<file path="config.mk">
export PLATFORM = sky130hd
export DESIGN_NAME = mipsCore
export DESIGN_NICKNAME = d
export VERILOG_FILES = /design/src/mipsPkg.sv /design/src/mipsAlu.sv /design/src/mipsDecode.sv /design/src/mipsRegFile.sv /design/src/mipsFetch.sv /design/src/mipsMemStage.sv /design/src/mipsCore.sv
export SDC_FILE = /design/constraint.sdc
export NUM_CORES = 1
export LEC_CHECK = 0
export ABC_AREA = 1
export BUFFER_PORTS_ARGS = -buffer_cell sky130_fd_sc_hd__buf_4
export CORE_MARGIN = 2
export CORE_UTILIZATION = 45
export CTS_CLUSTER_SIZE = 10
export DETAILED_ROUTE_END_ITERATION = 8
export PLACE_DENSITY_LB_ADDON = 0.15
export SLEW_MARGIN = 40
export SYNTH_ARGS = -nofsm -noshare
export SYNTH_HDL_FRONTEND = slang
export SYNTH_SLANG_ARGS = --single-unit
</file>
<file path="constraint.sdc">
create_clock -name clk -period 1.4 [get_ports clk]
set_input_delay 0.14 -clock clk [delete_from_list [all_inputs] [get_ports clk]]
set_output_delay 0.14 -clock clk [all_outputs]
set_load 0.01 [all_outputs]
</file>
<file path="src/program.hex">
// one instruction word per line from address 0, then byte address and meaning
0C000002 // 00 jal 0x08, r31 = 4
08000003 // 04 j 0x0c
03E00008 // 08 jr r31
03FF0820 // 0c add r1, r31, r31
00011022 // 10 sub r2, r0, r1
0041182A // 14 slt r3, r2, r1
0022202A // 18 slt r4, r1, r2
003F2825 // 1c or r5, r1, r31
00453024 // 20 and r6, r2, r5
00210020 // 24 add r0, r1, r1
AC220004 // 28 sw r2, 4(r1)
8C07000C // 2c lw r7, 12(r0)
10E20001 // 30 beq r7, r2, +1 taken
00214820 // 34 add r9, r1, r1 skipped
10220005 // 38 beq r1, r2, +5 not taken
FC221234 // 3c unknown opcode
00221801 // 40 unknown function code
01435020 // 44 add r10, r10, r3
1143FFFE // 48 beq r10, r3, -2 back once
ACA60000 // 4c sw r6, 0(r5)
8CAB0000 // 50 lw r11, 0(r5)
00006020 // 54 add r12, r0, r0
08000016 // 58 j 0x58 self-jump

</file>
<file path="src/mipsPkg.sv">
`default_nettype none

package mipsPkg;

  // ====================================================================
  // field and word types
  // ====================================================================

  // data and address word
  typedef logic [31:0] wordT;
  // register number
  typedef logic [4:0] regAddrT;
  // major opcode, instr[31:26]
  typedef logic [5:0] opcodeT;
  // r-type function code, instr[5:0]
  typedef logic [5:0] functT;
  // word index into either memory
  typedef logic [5:0] memIdxT;
  // j/jal target index, instr[25:0]
  typedef logic [25:0] jumpIdxT;

  // memory depth in words
  localparam int memWords = 64;
  // jal link register
  localparam regAddrT linkReg = 5'd31;

  // major opcodes
  localparam opcodeT opRType = 6'h00;
  localparam opcodeT opJ = 6'h02;
  localparam opcodeT opJal = 6'h03;
  localparam opcodeT opBeq = 6'h04;
  localparam opcodeT opLw = 6'h23;
  localparam opcodeT opSw = 6'h2b;

  // r-type function codes
  localparam functT fnJr = 6'h08;
  localparam functT fnAdd = 6'h20;
  localparam functT fnSub = 6'h22;
  localparam functT fnAnd = 6'h24;
  localparam functT fnOr = 6'h25;
  localparam functT fnSlt = 6'h2a;

  typedef enum logic [2:0] {
    aluAdd,
    aluSub,
    aluAnd,
    aluOr,
    aluSlt
  } aluOpT;

  // ====================================================================
  // bundles
  // ====================================================================

  // decoded control for one instruction
  typedef struct packed {
    logic    regWrite;
    logic    memToReg;
    logic    memWrite;
    logic    aluSrcImm;
    logic    linkWrite;
    logic    branch;
    logic    jump;
    logic    jumpReg;
    aluOpT   aluOp;
    regAddrT dest;
    // already sign extended
    wordT    imm;
    jumpIdxT jumpIdx;
  } ctrlT;

  // one retired instruction, as seen from outside
  typedef struct packed {
    wordT    pc;
    logic    regWrite;
    regAddrT regAddr;
    wordT    regData;
    logic    store;
    wordT    storeAddr;
    wordT    storeData;
  } retireT;

endpackage

`default_nettype wire

</file>
<file path="src/mipsAlu.sv">
`timescale 1ns/100ps
`default_nettype none

module mipsAlu (
  input  mipsPkg::aluOpT op,
  input  mipsPkg::wordT  a,
  input  mipsPkg::wordT  b,
  output mipsPkg::wordT  result,
  output logic           zero
);

  import mipsPkg::*;

  always_comb begin
    case (op)
      aluAdd: result = a + b;
      aluSub: result = a - b;
      aluAnd: result = a & b;
      aluOr: result = a | b;
      // signed compare
      aluSlt: result = ($signed(a) < $signed(b)) ? 32'd1 : 32'd0;
      default: result = '0;
    endcase
  end

  // set for any op, beq only looks at it after sub
  assign zero = (result == '0);

endmodule

`default_nettype wire

</file>
<file path="src/mipsDecode.sv">
`timescale 1ns/100ps
`default_nettype none

module mipsDecode (
  input  mipsPkg::wordT    instr,
  output mipsPkg::ctrlT    ctrl,
  output mipsPkg::regAddrT rs,
  output mipsPkg::regAddrT rt
);

  import mipsPkg::*;

  opcodeT  opcode;
  functT   funct;
  regAddrT rd;

  // field split
  assign opcode = instr[31:26];
  assign funct = instr[5:0];
  assign rs = instr[25:21];
  assign rt = instr[20:16];
  assign rd = instr[15:11];

  // ====================================================================
  // main control and alu op selection
  // ====================================================================
  always_comb begin
    // defaults give a no-op that writes nothing and steps pc by 4
    ctrl = '0;
    ctrl.aluOp = aluAdd;
    ctrl.dest = rt;
    ctrl.imm = {{16{instr[15]}}, instr[15:0]};
    ctrl.jumpIdx = instr[25:0];
    case (opcode)
      opRType: begin
        ctrl.dest = rd;
        ctrl.regWrite = 1'b1;
        case (funct)
          fnAdd: ctrl.aluOp = aluAdd;
          fnSub: ctrl.aluOp = aluSub;
          fnAnd: ctrl.aluOp = aluAnd;
          fnOr: ctrl.aluOp = aluOr;
          fnSlt: ctrl.aluOp = aluSlt;
          fnJr: begin
            // jump through rs without write back
            ctrl.regWrite = 1'b0;
            ctrl.jumpReg = 1'b1;
          end
          default: begin
            // unknown function code
            ctrl.regWrite = 1'b0;
          end
        endcase
      end
      opLw: begin
        ctrl.regWrite = 1'b1;
        ctrl.memToReg = 1'b1;
        ctrl.aluSrcImm = 1'b1;
      end
      opSw: begin
        ctrl.memWrite = 1'b1;
        ctrl.aluSrcImm = 1'b1;
      end
      opBeq: begin
        // equality from the zero flag of rs minus rt
        ctrl.aluOp = aluSub;
        ctrl.branch = 1'b1;
      end
      opJ: begin
        ctrl.jump = 1'b1;
      end
      opJal: begin
        ctrl.jump = 1'b1;
        ctrl.regWrite = 1'b1;
        ctrl.linkWrite = 1'b1;
        ctrl.dest = linkReg;
      end
      default: begin
        // unknown opcode keeps the no-op defaults
      end
    endcase
  end

endmodule

`default_nettype wire

</file>
<file path="src/mipsRegFile.sv">
`timescale 1ns/100ps
`default_nettype none

module mipsRegFile (
  input  logic             clk,
  input  logic             rst,
  input  mipsPkg::regAddrT rs,
  input  mipsPkg::regAddrT rt,
  output mipsPkg::wordT    rsData,
  output mipsPkg::wordT    rtData,
  input  logic             wbWrite,
  input  mipsPkg::regAddrT wbAddr,
  input  mipsPkg::wordT    wbData
);

  import mipsPkg::*;

  wordT regs [32];

  // write at the edge, register 0 never written
  always_ff @(posedge clk or negedge rst) begin
    if (!rst) begin
      for (int i = 0; i < 32; i++) begin
        regs[i] <= '0;
      end
    end else if (wbWrite && (wbAddr != '0)) begin
      regs[wbAddr] <= wbData;
    end
  end

  // combinational reads
  // register 0 reads as zero
  assign rsData = (rs == '0) ? '0 : regs[rs];
  assign rtData = (rt == '0) ? '0 : regs[rt];

endmodule

`default_nettype wire

</file>
<file path="src/mipsFetch.sv">
`timescale 1ns/100ps
`default_nettype none

module mipsFetch (
  input  logic           clk,
  input  logic           rst,
  input  mipsPkg::ctrlT  ctrl,
  input  logic           zero,
  input  mipsPkg::wordT  rsData,
  output mipsPkg::wordT  pc,
  output mipsPkg::wordT  pcPlus4,
  output mipsPkg::wordT  instr
);

  import mipsPkg::*;

  // instruction memory, loaded once at time zero
  wordT   iMem [memWords];
  memIdxT iIdx;
  wordT   pcNext;
  wordT   branchTarget;
  wordT   jumpTarget;

  initial begin
    $readmemh("/design/src/program.hex", iMem);
  end

  // low two bits of the byte address ignored
  assign iIdx = pc[7:2];
  assign instr = iMem[iIdx];

  assign pcPlus4 = pc + 32'd4;
  // offset counts words, relative to the next instruction
  assign branchTarget = pcPlus4 + {ctrl.imm[29:0], 2'b00};
  // keep the current 256 MB region
  assign jumpTarget = {pcPlus4[31:28], ctrl.jumpIdx, 2'b00};

  // ====================================================================
  // next pc, jr over j over taken beq over sequential
  // ====================================================================
  always_comb begin
    if (ctrl.jumpReg) begin
      pcNext = rsData;
    end else if (ctrl.jump) begin
      pcNext = jumpTarget;
    end else if (ctrl.branch && zero) begin
      pcNext = branchTarget;
    end else begin
      pcNext = pcPlus4;
    end
  end

  always_ff @(posedge clk or negedge rst) begin
    if (!rst) begin
      pc <= '0;
    end else begin
      pc <= pcNext;
    end
  end

endmodule

`default_nettype wire

</file>
<file path="src/mipsMemStage.sv">
`timescale 1ns/100ps
`default_nettype none

module mipsMemStage (
  input  logic             clk,
  input  logic             rst,
  input  mipsPkg::wordT    pc,
  input  mipsPkg::ctrlT    ctrl,
  input  mipsPkg::wordT    aluResult,
  input  mipsPkg::wordT    rtData,
  input  mipsPkg::wordT    pcPlus4,
  output logic             wbWrite,
  output mipsPkg::regAddrT wbAddr,
  output mipsPkg::wordT    wbData,
  output mipsPkg::retireT  retire
);

  import mipsPkg::*;

  wordT   dMem [memWords];
  memIdxT dIdx;
  wordT   loadWord;

  // ====================================================================
  // data memory
  // ====================================================================

  // word index from the byte address
  assign dIdx = aluResult[7:2];
  assign loadWord = dMem[dIdx];

  always_ff @(posedge clk or negedge rst) begin
    if (!rst) begin
      for (int i = 0; i < memWords; i++) begin
        dMem[i] <= '0;
      end
    end else if (ctrl.memWrite) begin
      dMem[dIdx] <= rtData;
    end
  end

  // ====================================================================
  // write back and retire record
  // ====================================================================
  assign wbWrite = ctrl.regWrite;
  assign wbAddr = ctrl.dest;

  always_comb begin
    if (ctrl.memToReg) begin
      wbData = loadWord;
    end else if (ctrl.linkWrite) begin
      // jal links to the next instruction, no delay slot
      wbData = pcPlus4;
    end else begin
      wbData = aluResult;
    end
  end

  always_comb begin
    retire.pc = pc;
    // flags held low while in reset
    retire.regWrite = ctrl.regWrite & rst;
    retire.regAddr = ctrl.dest;
    retire.regData = wbData;
    retire.store = ctrl.memWrite & rst;
    retire.storeAddr = aluResult;
    retire.storeData = rtData;
  end

endmodule

`default_nettype wire

</file>
<file path="src/mipsCore.sv">
`timescale 1ns/100ps
`default_nettype none

module mipsCore (
  input  logic            clk,
  input  logic            rst,
  output mipsPkg::retireT retire
);

  import mipsPkg::*;

  // fetch side
  wordT    pc;
  wordT    pcPlus4;
  wordT    instr;
  // decode and operands
  ctrlT    ctrl;
  regAddrT rs;
  regAddrT rt;
  wordT    rsData;
  wordT    rtData;
  wordT    aluB;
  wordT    aluResult;
  logic    zero;
  // write back into the register file
  logic    wbWrite;
  regAddrT wbAddr;
  wordT    wbData;

  mipsFetch u_mipsFetch (
    .clk     (clk),
    .rst     (rst),
    .ctrl    (ctrl),
    .zero    (zero),
    .rsData  (rsData),
    .pc      (pc),
    .pcPlus4 (pcPlus4),
    .instr   (instr)
  );

  mipsDecode u_mipsDecode (
    .instr (instr),
    .ctrl  (ctrl),
    .rs    (rs),
    .rt    (rt)
  );

  mipsRegFile u_mipsRegFile (
    .clk     (clk),
    .rst     (rst),
    .rs      (rs),
    .rt      (rt),
    .rsData  (rsData),
    .rtData  (rtData),
    .wbWrite (wbWrite),
    .wbAddr  (wbAddr),
    .wbData  (wbData)
  );

  // second operand, immediate for lw and sw
  assign aluB = ctrl.aluSrcImm ? ctrl.imm : rtData;

  mipsAlu u_mipsAlu (
    .op     (ctrl.aluOp),
    .a      (rsData),
    .b      (aluB),
    .result (aluResult),
    .zero   (zero)
  );

  mipsMemStage u_mipsMemStage (
    .clk       (clk),
    .rst       (rst),
    .pc        (pc),
    .ctrl      (ctrl),
    .aluResult (aluResult),
    .rtData    (rtData),
    .pcPlus4   (pcPlus4),
    .wbWrite   (wbWrite),
    .wbAddr    (wbAddr),
    .wbData    (wbData),
    .retire    (retire)
  );

endmodule

`default_nettype wire

</file>
---- Word level (Yosys, flattened, before mapping) ----
Cells that the tools add are included.
operators by class
  add/subtract/negate cells ............... 4
  mux-type cells .......................... 38
  equality and inequality tests ........... 15
  bitwise logic cells ..................... 8
  order comparisons ....................... 7
  reductions and logical operators ........ 14
operators by type and width
  kind                                                      count
  bitwise mux 2048 bit                                      1
  bitwise mux 1024 bit                                      1
  2-to-1 mux 32 bit                                         16
  binary-select mux 32 bit (select 5 bit)                   2
  binary-select mux 32 bit (select 6 bit)                   1
  demux 32 bit (select 6 bit)                               1
  demux 32 bit (select 5 bit)                               1
  case mux 32 bit (5 select lines)                          1
  == test 6 bit, both inputs constant                       7
  adder 32 x 3 -> 32 bit, second input constant             1
  adder 32 bit                                              1
  adder 32 bit, second input constant                       1
  bitwise AND 32 bit                                        1
  logical NOT 32 bit                                        1
  less-than comparator 32 bit                               1
  bitwise OR 32 bit                                         1
  subtractor 32 bit                                         1
  greater-or-equal comparator 6 bit, second input constant  3
  == test 6 x 2 -> 1 bit, both inputs constant              2
  inverter 5 -> 6 bit, first input constant                 2
  case mux 3 bit (4 select lines)                           1
  logical NOT 5 bit, first input constant                   2
  2-to-1 mux 1 bit                                          10
  case mux 5 bit (2 select lines)                           1
  other kinds (19)                                          26
storage, ports and cells
  register bits ........................... 3104
  output and inout bits ................... 135
  logic and storage cells ................. 183
  input bits .............................. 2

---- Logic depth before layout (Yosys ltp) ----
Gate-level depths: netlist (run 1).
  depth in word-level cells ............... 15
  gate-level depth with buffers ........... 8
  depth with buffers taken out ............ 8

---- Hierarchy ----
From an unflattened synthesis (run 1), not the netlist that was laid out.
unflattened totals
  cell total of the unflattened synthesis .. 24261
  area total of the unflattened synthesis .. 168444.1 sq um
by module, submodules not included
  module        sequential area each (sq um)  instances  cells an instance  area each (sq um)
  mipsMemStage  51249.2                       1          13433              98125.4
  mipsRegFile   25624.6                       1          8327               57004.7
  mipsAlu       0.0                           1          1348               6824.0
  mipsFetch     800.8                         1          916                5173.7
  mipsDecode    0.0                           1          133                824.5
  mipsCore      0.0                           1          104                491.7

---- Worst setup path after synthesis (run 1) ----
OpenSTA, ideal clock, no wires.
  path type ............................... register to register
  start ................................... register u_mipsFetch.pc[3]
  end ..................................... register u_mipsFetch.pc[28]
  cell stages (with the launch flop) ...... 9
  setup slack ............................. 57 ps
  arrival ................................. 1226 ps
  buffers on the path ..................... 0
  period minus slack after synthesis ...... 1343 ps
  required time ........................... 1283 ps
  library setup time ...................... 117 ps
  cells stage by stage .................... dfrtp_1 > ha_1 > inv_1 > nor2_2 > nand2_4 > nor2_4 > nand2_1 > nand2_1 > nand2_1
between the ends
  longest elaborated chain between the ends .. 5
RTL lines
  what                      RTL line         source
  start, declared           mipsFetch.sv:10  output mipsPkg::wordT pc,
  start signal, assigned    mipsFetch.sv:57  pc <= pcNext;
  adder 32 x 3 -> 32 bit *  mipsFetch.sv:32  assign pcPlus4 = pc + 32'd4;
  named net pcPlus4[28]     mipsCore.sv:14   wordT pcPlus4;
  adder 32 bit              mipsFetch.sv:34  assign branchTarget = pcPlus4 + {ctrl.imm[29:0], 2'b00};
  2-to-1 mux 32 bit         mipsFetch.sv:46  end else if (ctrl.branch && zero) begin
  2-to-1 mux 32 bit *       mipsFetch.sv:44  end else if (ctrl.jump) begin
  2-to-1 mux 32 bit *       mipsFetch.sv:42  if (ctrl.jumpReg) begin
Mark *: on every way through the listed nets, which the timed path passes. The rest lies on a longest branch. The select of a mux whose other input is x is not followed.
A chain may end at the register's enable or synchronous reset.

---- Worst setup path in the final report (run 1) ----
  start ................................... register u_mipsFetch.pc[22]
  end ..................................... register u_mipsFetch.pc[29]
Same word-level chain as after synthesis.

==> flow_summary_export.csv, run 1 <==
group,metric,value,unit
outcome,status,"complete, no violations",
global_route,grt_overflow_total,0,
global_route,grt_start_max_net_pins,31,
timing,tns,0,ns
detailed_routing,routedWlPerCell,10.1,um
synth,synth_cells,311,
timing,fin_crit_sh,94.6,%
timing,skew,0.00603,ns
clocking,cts_made_buffers,5,
layout,n_antenna_cell,0,
layout,fin_cells,425,
worst_setup_path,worstPathArrival,1.51,ns
timing,finalMaxSlewViolations,0,
worst_setup_path,cp_max_fo,6,
clocking,htreeDepth,2,
layout,largest_reg_flops,30,
global_route,antenna_found_initial,0,
die,die-area,0.00594,mm2
synth,async_flop_share,100,%
synth,synthFlopType,"dfrtp_1",
worst_setup_path,startpoint_type,"register",
layout,finalNetCount,357,
die,pin_count,137,
power_and_ir_drop,powerDensity,755,mW/mm2
die,row_count,26,
timing,holdWs,0.311,ns
detailed_routing,met2_length,2030,um
clocking,clock_sinks,30,
timing,min_period,1.33,ns
detailed_routing,drt_iter0_drc,42,
timing,hold_violations,0,
synth,synth_top_area_cell,"buf_4",
placement,io_buffers,31,
synth,yosysMostFrequentCell,"buf_4",
detailed_routing,top_layer_used,"met4",
placement,gp_congestion,0.802,
detailed_routing,firstDrtPassIters,4,
die,initial_core_util,46.7,%
synth,synth-warning-count,0,
synth,synthTopCellsByCount,"buf_4, nand2_1, dfrtp_1",
min_path,hp-class,"primary input to async pin",
die,die_width,77.1,um
synth,avgSynthCellArea,7.72,um2
layout,top_register,"u_mipsFetch.pc",
layout,fill_cells,533,
placement,dp_cells,413,
worst_setup_path,cp-end-kind,"register",
detailed_routing,drc,0,
global_route,grt_pass1_vias,1368,
clocking,clk_latency,0.29,ns
worst_setup_path,r2r_slack,0.07,ns
clocking,clk_path_buf_depth,2,
synth,synth_enable_flop_cells,0,
detailed_routing,wl_met1,1850,um
power_and_ir_drop,totalPowerFinal,1.90,mW
synth,synth_area_leaders,"buf_4, dfrtp_1, nand2_1",
synth,yosysSeqAreaShare,31.3,%
detailed_routing,ant_nets,0,
worst_setup_path,crit_type,"register to register",
detailed_routing,num_vias,1658,
clocking,cts_root_buf,"clkbuf_8",
detailed_routing,routed_wirelength,4290,um
detailed_routing,met3_length,311,um
timing,rsz0062_at_grt,"false",
synth,yosys.cell_types.count,16,
synth,synth_top_area_share,32.8,%
clocking,clkSlewWorstSetupHoldPaths,0.07,ns
layout,area_delta_synth_final,4.43,%
global_route,grt_pass1_wl,6520,um
power_and_ir_drop,p_leak,1.35,nW
timing,setup_violations,0,
run,drv_cap,0,
layout,layout-drive-gt1-share,20.3,%
synth,syn-cell-area,0.00240,mm2
clocking,cts_tree,"yes",
placement,dp_hpwl,3370,um
layout,reg_top3,"u_mipsFetch.pc (30)",
die,die_h,77.1,um
worst_setup_path,worstPathRequired,1.59,ns
power_and_ir_drop,peakVddDrop,0.000542,V
detailed_routing,routed_via_density,3.90,
global_route,grt_usage,14.2,%
timing,max_freq,0.755,GHz
die,core_area,0.00514,mm2
synth,synth-seq-cells,30,
-- final cells by class --
class                           instances  area (um2)  area share [%]
Multi-Input combinational cell        262        1200            48.0
Sequential cell                        30         757            30.2
Timing Repair Buffer                   38         288            11.5
Tap cell                               70        87.6            3.49
Clock buffer                            5        68.8            2.74
Inverter                               17        63.8            2.54
Clock inverter                          3        40.0            1.60
-- stage by stage --
stage / util, % / area, um2 / worst slack, ns
2_1_floorplan: - / 2790 / 0.0572
3_3_place_gp: 45.6 / 2340 / 0.114
3_5_place_dp: 45.6 / 2340 / 0.0735
4_1_cts: 47.9 / 2460 / 0.0589
5_1_grt: 48.8 / 2510 / 0.00235
6_report: 48.8 / 2510 / 0.0749
-- cells by family (layout without fill, tap and decap cells) --
| family | count (synthesis) | count (layout) | share of synthesized area, % |
|---|---|---|---|
| fa+ha+maj | 1 | 1 | 0.521 |
| xor+xnor | 15 | 15 | 5.47 |
| other cells | 2 | 105 | 0.313 |
| flops | 30 | 30 | 31.3 |
| buf+inv | 122 | 63 | 35.5 |
| simple gates | 141 | 141 | 27.0 |
-- layout by cell type, fill, tap and decap left out, types with 4 or more instances in the layout --
cell type	Yosys	routed
xnor2_1	4	4
nand3b_1	7	7
nor2_4	6	8
inv_1	17	17
buf_4	105	37
dfrtp_2	0	5
nand2_1	79	78
clkbuf_8	0	5
nor2_1	29	28
nor2_2	7	6
nand2_2	5	6
xor2_1	11	11
conb_1	2	105
nand3_1	6	6
dfrtp_1	30	25
-- report_power, final --
part / switching, mW / leakage [nW] / total [mW] / internal, mW
combinational: 0.145 / 0.893 / 0.149 / 0.00371
clock: 0.357 / 0.0579 / 0.880 / 0.523
sequential: 0 / 0.396 / 0.866 / 0.866
-- layer usage --
layer	global-route usage (%)	vias to the layer above
met5	0	-
met4	8.04	0
met3	3.06	7
met2	21.9	82
met1	18.5	755
li1	-	814
-- worst paths after layout --
| kind | start | endpoint | cells past startpoint |
|---|---|---|---|
| setup / recovery | u_mipsFetch.pc[22]$_DFF_PN0_ | u_mipsFetch.pc[29]$_DFF_PN0_ | 7 |
| hold / removal | rst | u_mipsFetch.pc[2]$_DFF_PN0_ | 2 |
| setup reg to reg | u_mipsFetch.pc[22]$_DFF_PN0_ | u_mipsFetch.pc[29]$_DFF_PN0_ | 7 |
| hold reg to reg | u_mipsFetch.pc[31]$_DFF_PN0_ | u_mipsFetch.pc[31]$_DFF_PN0_ | 2 |
| max in group asynchronous | rst | u_mipsFetch.pc[15]$_DFF_PN0_ | 2 |
| min in group clk | u_mipsFetch.pc[31]$_DFF_PN0_ | u_mipsFetch.pc[31]$_DFF_PN0_ | 2 |
-- critical path: stages (launching register included) --
cell     delay, ns
dfrtp_1       0.46
nand2_1       0.10
nor2_1        0.16
nand2_1       0.09
nor2_1        0.22
nand2_1       0.08
nand2_1       0.07
nand2_1       0.05
-- timing repair --
item	4_1_cts	5_1_grt
gates resized for setup	0	10
endpoints found under the setup margin	0	9
hold endpoints to repair	30	0
setup buffers	0	3
hold buffers	1	0
Power figures use the tool's default switching activity.
==> inputs of run 2 (changes only) <==
--- a/config.mk
+++ b/config.mk
@@ -7,11 +7,11 @@
 export LEC_CHECK = 0
 export ABC_AREA = 1
 export BUFFER_PORTS_ARGS = -buffer_cell sky130_fd_sc_hd__buf_4
-export CORE_MARGIN = 2
-export CORE_UTILIZATION = 45
+export CORE_UTILIZATION = 46
+export CTS_BUF_LIST = sky130_fd_sc_hd__clkbuf_8
 export CTS_CLUSTER_SIZE = 10
 export DETAILED_ROUTE_END_ITERATION = 8
-export PLACE_DENSITY_LB_ADDON = 0.15
+export PLACE_DENSITY = 0.83
 export SLEW_MARGIN = 40
 export SYNTH_ARGS = -nofsm -noshare
 export SYNTH_HDL_FRONTEND = slang
==> flow_summary_export.csv, run 2 (synthesis gave the netlist of run 1 again) <==
group,metric,value,unit
clocking,cts_root_buf,"clkbuf_8",
min_path,hp-class,"primary input to async pin",
clocking,htreeDepth,2,
timing,finalMaxSlewViolations,0,
placement,gp_congestion,0.941,
worst_setup_path,startpoint_type,"register",
timing,fin_crit_sh,94.4,%
detailed_routing,firstDrtPassIters,5,
run,drv_cap,0,
layout,fill_cells,471,
global_route,grt_pass1_vias,1425,
clocking,clk_path_buf_depth,2,
layout,mostFrequentLayoutCells,"conb_1, nand2_1, buf_4",
clocking,cts_tree,"yes",
placement,io_buffers,31,
timing,max_freq,0.757,GHz
clocking,cts_made_buffers,5,
global_route,grt_overflow_total,0,
power_and_ir_drop,p_leak,1.34,nW
layout,area_delta_synth_final,3.02,%
layout,reg_top3,"u_mipsFetch.pc (30)",
worst_setup_path,worstPathArrival,1.49,ns
layout,largest_reg_flops,30,
die,core_area,0.00488,mm2
placement,dp_hpwl,3220,um
layout,top_register,"u_mipsFetch.pc",
detailed_routing,routed_via_density,3.90,
layout,finalNetCount,356,
detailed_routing,routed_wirelength,4050,um
power_and_ir_drop,powerDensity,695,mW/mm2
die,die_h,74.3,um
power_and_ir_drop,totalPowerFinal,1.72,mW
placement,dp_cells,409,
layout,n_antenna_cell,0,
timing,skew,0.00336,ns
global_route,grt_pass1_wl,6220,um
detailed_routing,drt_iter0_drc,31,
die,die-area,0.00552,mm2
global_route,antenna_found_initial,0,
detailed_routing,ant_nets,0,
detailed_routing,drc,0,
detailed_routing,num_vias,1644,
die,die_width,74.3,um
die,pin_count,137,
global_route,grt_usage,15.0,%
layout,final_common_cell,"conb_1",
power_and_ir_drop,peakVddDrop,0.000664,V
layout,layout-drive-gt1-share,20.1,%
detailed_routing,routedWlPerCell,9.62,um
timing,min_period,1.32,ns
global_route,grt_start_max_net_pins,31,
timing,hold_violations,0,
outcome,status,"complete, no violations",
clocking,clk_latency,0.28,ns
worst_setup_path,cp-end-kind,"register",
worst_setup_path,crit_type,"register to register",
worst_setup_path,cp_max_fo,5,
layout,fin_cells,421,
worst_setup_path,worstPathRequired,1.57,ns
timing,setup_violations,0,
clocking,clock_sinks,30,
die,initial_core_util,49.2,%
clocking,clkSlewWorstSetupHoldPaths,0.06,ns
die,row_count,25,
-- run 2: cell types whose count changed in the layout (fill, tap and decap cells not counted), sizes merged --
cell | before | now
clkbuf | 5 | 6
inv | 17 | 18
buf | 37 | 36
bufinv | 1 | 0
clkinv | 2 | 1
-- run 2: worst paths after layout --
path                                                endpoint                        start  depth (start not counted)  slack (ns)
worst min-delay path            u_mipsFetch.pc[30]$_DFF_PN0_                          rst                          2        0.32
worst min register to register   u_mipsFetch.pc[2]$_DFF_PN0_  u_mipsFetch.pc[2]$_DFF_PN0_                          1        0.51
worst max register to register  u_mipsFetch.pc[28]$_DFF_PN0_  u_mipsFetch.pc[3]$_DFF_PN0_                          8        0.08
worst max-delay path            u_mipsFetch.pc[28]$_DFF_PN0_  u_mipsFetch.pc[3]$_DFF_PN0_                          8        0.08
max in group asynchronous       u_mipsFetch.pc[21]$_DFF_PN0_                          rst                          2        0.76
min in group clk                 u_mipsFetch.pc[2]$_DFF_PN0_  u_mipsFetch.pc[2]$_DFF_PN0_                          1        0.51
-- run 2: through the flow --
stage               cell area, um2  utilization, %  hold WS, ns  setup TNS (ns)  setup WS (ns)
global route                  2470            50.7        0.363         -0.0126       -0.00952
detailed placement            2330            47.8       0.0963               0         0.0479
finish                        2470            50.7        0.324               0         0.0789
global placement              2330            47.8       0.0885               0          0.102
CTS                           2430            49.9        0.326               0         0.0256
floorplan                     2790               -       -0.156               0         0.0572
-- run 2: power breakdown --
group / leakage [nW] / internal [mW] / switching [mW] / total [mW]
clock: 0.0524 / 0.388 / 0.317 / 0.705
combinational: 0.887 / 0.00371 / 0.144 / 0.148
sequential: 0.396 / 0.867 / 0 / 0.867
-- run 2: worst max-delay path: stages, from the launching register on --
cell and delay, ns:
dfrtp_1 0.39, ha_2 0.20, inv_2 0.05, nor2_4 0.12
nand2_4 0.09, nor2_4 0.16, nand2_1 0.07, nand2_1 0.06
nand2_1 0.05
-- run 2: cell type report --
type	count	area, um2	area share, %
Multi-Input combinational cell	262	1200	48.4
Sequential cell	30	757	30.6
Timing Repair Buffer	37	280	11.3
Tap cell	67	83.8	3.39
Clock buffer	6	82.6	3.34
Inverter	17	63.8	2.58
Clock inverter	2	8.76	0.354
-- run 2: routing by layer --
layer	global-route usage [%]	part of all wire (%)	wire length [um]	vias up
met5	0	0	0	-
li1	-	-	-	813
met4	8.39	3.1	126	0
met3	4.47	7.7	312	16
met2	23.9	48	1940	92
met1	18.1	41	1670	723
-- run 2: repair_timing --
action | 4_1_cts | 5_1_grt
endpoints found under the setup margin | 0 | 9
buffers inserted | 0 | 3
hold buffers | 1 | 0
resized for setup | 0 | 10
hold endpoints to repair | 30 | 0
==> inputs of run 3 (changes only) <==
--- a/config.mk
+++ b/config.mk
@@ -5,9 +5,8 @@
 export SDC_FILE = /design/constraint.sdc
 export NUM_CORES = 1
 export LEC_CHECK = 0
-export ABC_AREA = 1
 export BUFFER_PORTS_ARGS = -buffer_cell sky130_fd_sc_hd__buf_4
-export CORE_UTILIZATION = 46
+export CORE_UTILIZATION = 44
 export CTS_BUF_LIST = sky130_fd_sc_hd__clkbuf_8
 export CTS_CLUSTER_SIZE = 10
 export DETAILED_ROUTE_END_ITERATION = 8
==> flow_summary_export.csv, run 3 <==
group,metric,value,unit
outcome,status,"finished, violations left",
outcome,violations,"design-rule violations, negative setup slack",
synth,async_flop_share,100,%
clocking,clock_sinks,30,
timing,min_period,1.45,ns
layout,area_delta_synth_final,7.94,%
clocking,clk_path_buf_depth,2,
worst_setup_path,max_stage_delay,0.38,ns
placement,gp_congestion,0.767,
detailed_routing,routed_via_density,3.96,
layout,layout-drive-gt1-share,26.5,%
synth,synth-seq-cells,30,
layout,largest_reg_flops,30,
clocking,clkSlewWorstSetupHoldPaths,0.06,ns
timing,setup_slack,-0.0547,ns
global_route,grt_pass1_vias,1075,
layout,final_area,0.00228,mm2
global_route,grt_overflow_total,0,
clocking,clk_latency,0.28,ns
layout,fin_cells,320,
detailed_routing,routedWlPerCell,10.2,um
layout,final_common_cell,"conb_1",
power_and_ir_drop,peakVddDrop,0.000409,V
worst_setup_path,cpMaxStageDelayCell,"dfrtp_2",
timing,fin_crit_sh,104,%
layout,top_register,"u_mipsFetch.pc",
synth,synth_top_area_cell,"buf_4",
die,die_h,71.3,um
global_route,grt_start_max_net_pins,31,
timing,max_freq,0.687,GHz
detailed_routing,num_vias,1268,
layout,fill_cells,443,
run,drv_cap,0,
layout,mostFrequentLayoutCells,"conb_1, buf_4, xnor2_1",
placement,placedInstanceArea,0.00216,mm2
worst_setup_path,crit_type,"register to register",
synth,syn-cell-area,0.00211,mm2
worst_setup_path,worstPathRequired,1.56,ns
detailed_routing,ant_nets,0,
timing,rsz0062_at_grt,"true",
detailed_routing,drc,10,
die,initial_core_util,47.2,%
synth,synthFlopType,"dfrtp_1",
timing,hold_violations,0,
clocking,cts_root_buf,"clkbuf_8",
timing,skew,0.0104,ns
synth,yosys.cell_types.count,21,
synth,synth_top_area_share,37.3,%
timing,setup_violations,8,
detailed_routing,drt_iter0_drc,61,
timing,finalMaxSlewViolations,0,
global_route,antenna_found_initial,0,
placement,dp_cells,311,
worst_setup_path,startpoint_type,"register",
power_and_ir_drop,p_leak,1.27,nW
synth,synth_area_leaders,"buf_4, dfrtp_1, xnor2_1",
layout,reg_top3,"u_mipsFetch.pc (30)",
synth,synth-warning-count,0,
layout,finalNetCount,271,
global_route,grt_pass1_wl,5080,um
synth,yosysSeqAreaShare,35.5,%
clocking,htreeDepth,2,
die,core_area,0.00447,mm2
worst_setup_path,worstPathArrival,1.61,ns
global_route,grt_usage,13.3,%
timing,tns,-0.183,ns
die,die-area,0.00508,mm2
detailed_routing,firstDrtPassIters,7,
synth,synth_cells,214,
placement,io_buffers,31,
worst_setup_path,cp_max_fo,4,
clocking,postCtsSetupRepairBufs,0,
synth,avgSynthCellArea,9.87,um2
min_path,hp-class,"primary input to async pin",
clocking,cts_tree,"yes",
die,row_count,24,
layout,n_antenna_cell,0,
placement,dp_hpwl,2510,um
die,die_width,71.3,um
detailed_routing,routed_wirelength,3260,um
power_and_ir_drop,powerDensity,743,mW/mm2
synth,yosysMostFrequentCell,"buf_4",
synth,synth_enable_flop_cells,0,
clocking,cts_made_buffers,5,
die,pin_count,137,
worst_setup_path,cp_cell_sequence,"nand4_4 -> nor4b_4 -> buf_2 -> nand3_1 -> xnor2_1",
synth,synthTopCellsByCount,"buf_4, dfrtp_1, xnor2_1",
worst_setup_path,cp-end-kind,"register",
-- run 3: kinds of logic (layout without fill, tap and decap cells) --
| kind of cell | after synthesis | in the layout | share of synthesized area [%] |
|---|---|---|---|
| xor+xnor | 28 | 28 | 11.6 |
| fa+ha+maj | 1 | 1 | 0.592 |
| buf+inv | 107 | 58 | 37.7 |
| flops | 30 | 30 | 35.5 |
| other cells | 2 | 105 | 0.356 |
| simple gates | 46 | 46 | 14.2 |
-- run 3: final timing paths --
path | end | slack, ns | depth (start not counted) | from
hold / removal | u_mipsFetch.pc[10]$_DFF_PN0_ | 0.33 | 2 | rst
hold reg to reg | u_mipsFetch.pc[28]$_DFF_PN0_ | 0.49 | 1 | u_mipsFetch.pc[28]$_DFF_PN0_
max in group asynchronous | u_mipsFetch.pc[2]$_DFF_PN0_ | 0.77 | 2 | rst
setup reg to reg | u_mipsFetch.pc[23]$_DFF_PN0_ | -0.05 | 5 | u_mipsFetch.pc[12]$_DFF_PN0_
min in group clk | u_mipsFetch.pc[28]$_DFF_PN0_ | 0.49 | 1 | u_mipsFetch.pc[28]$_DFF_PN0_
setup / recovery | u_mipsFetch.pc[23]$_DFF_PN0_ | -0.05 | 5 | u_mipsFetch.pc[12]$_DFF_PN0_
-- run 3: repair_timing --
item | CTS | global route
resized for setup | 2 | 1
gates cloned | 0 | 1
pin swaps | 0 | 5
hold buffers | 1 | 0
endpoints found under the setup margin | 10 | 14
hold endpoints to repair | 30 | 0
-- run 3: power breakdown --
group / switching [mW] / leakage (nW) / total (mW) / internal (mW)
clock: 0.298 / 0.0485 / 0.680 / 0.381
combinational: 0.144 / 0.829 / 0.148 / 0.00371
sequential: 0 / 0.392 / 0.867 / 0.867
-- run 3: through the flow --
stage / setup WS, ns / total power [mW] / hold slack [ns] / util (%)
after detailed placement: -0.0376 / 1.02 / 0.0902 / 48.4
after CTS: -0.0238 / 1.72 / 0.326 / 50.7
after floorplan: -0.0350 / 1.22 / -0.156 / -
after global routing: -0.130 / 1.78 / 0.373 / 51.0
final: -0.0547 / 1.69 / 0.329 / 51.0
after global placement: 0.0363 / 1.02 / 0.0806 / 48.4
-- run 3: critical path: cells and delay by family (launching register included) --
| kind | cells | cell delay, ns |
|---|---|---|
| XOR/XNOR | 1 | 0.14 |
| buffers and inverters | 1 | 0.21 |
| flip-flops | 1 | 0.38 |
| AND/OR/NAND/NOR | 3 | 0.60 |
-- run 3: cell type report --
cell class	instances	area [um2]	share of cell area, %
Tap cell	52	65.1	2.85
Timing Repair Buffer	49	375	16.5
Clock buffer	6	82.6	3.62
Multi-Input combinational cell	180	983	43.1
Clock inverter	1	3.75	0.165
Sequential cell	30	762	33.4
Inverter	2	7.51	0.329
-- run 3: routing by layer --
metal / global-route usage (%) / part of all wire (%) / vias up / routed length (um)
li1: - / - / 589 / -
met5: 0 / 0 / - / 0
met3: 4.92 / 8.6 / 6 / 279
met1: 17.0 / 41 / 596 / 1330
met2: 20.6 / 49 / 77 / 1600
met4: 5.33 / 1.4 / 0 / 44
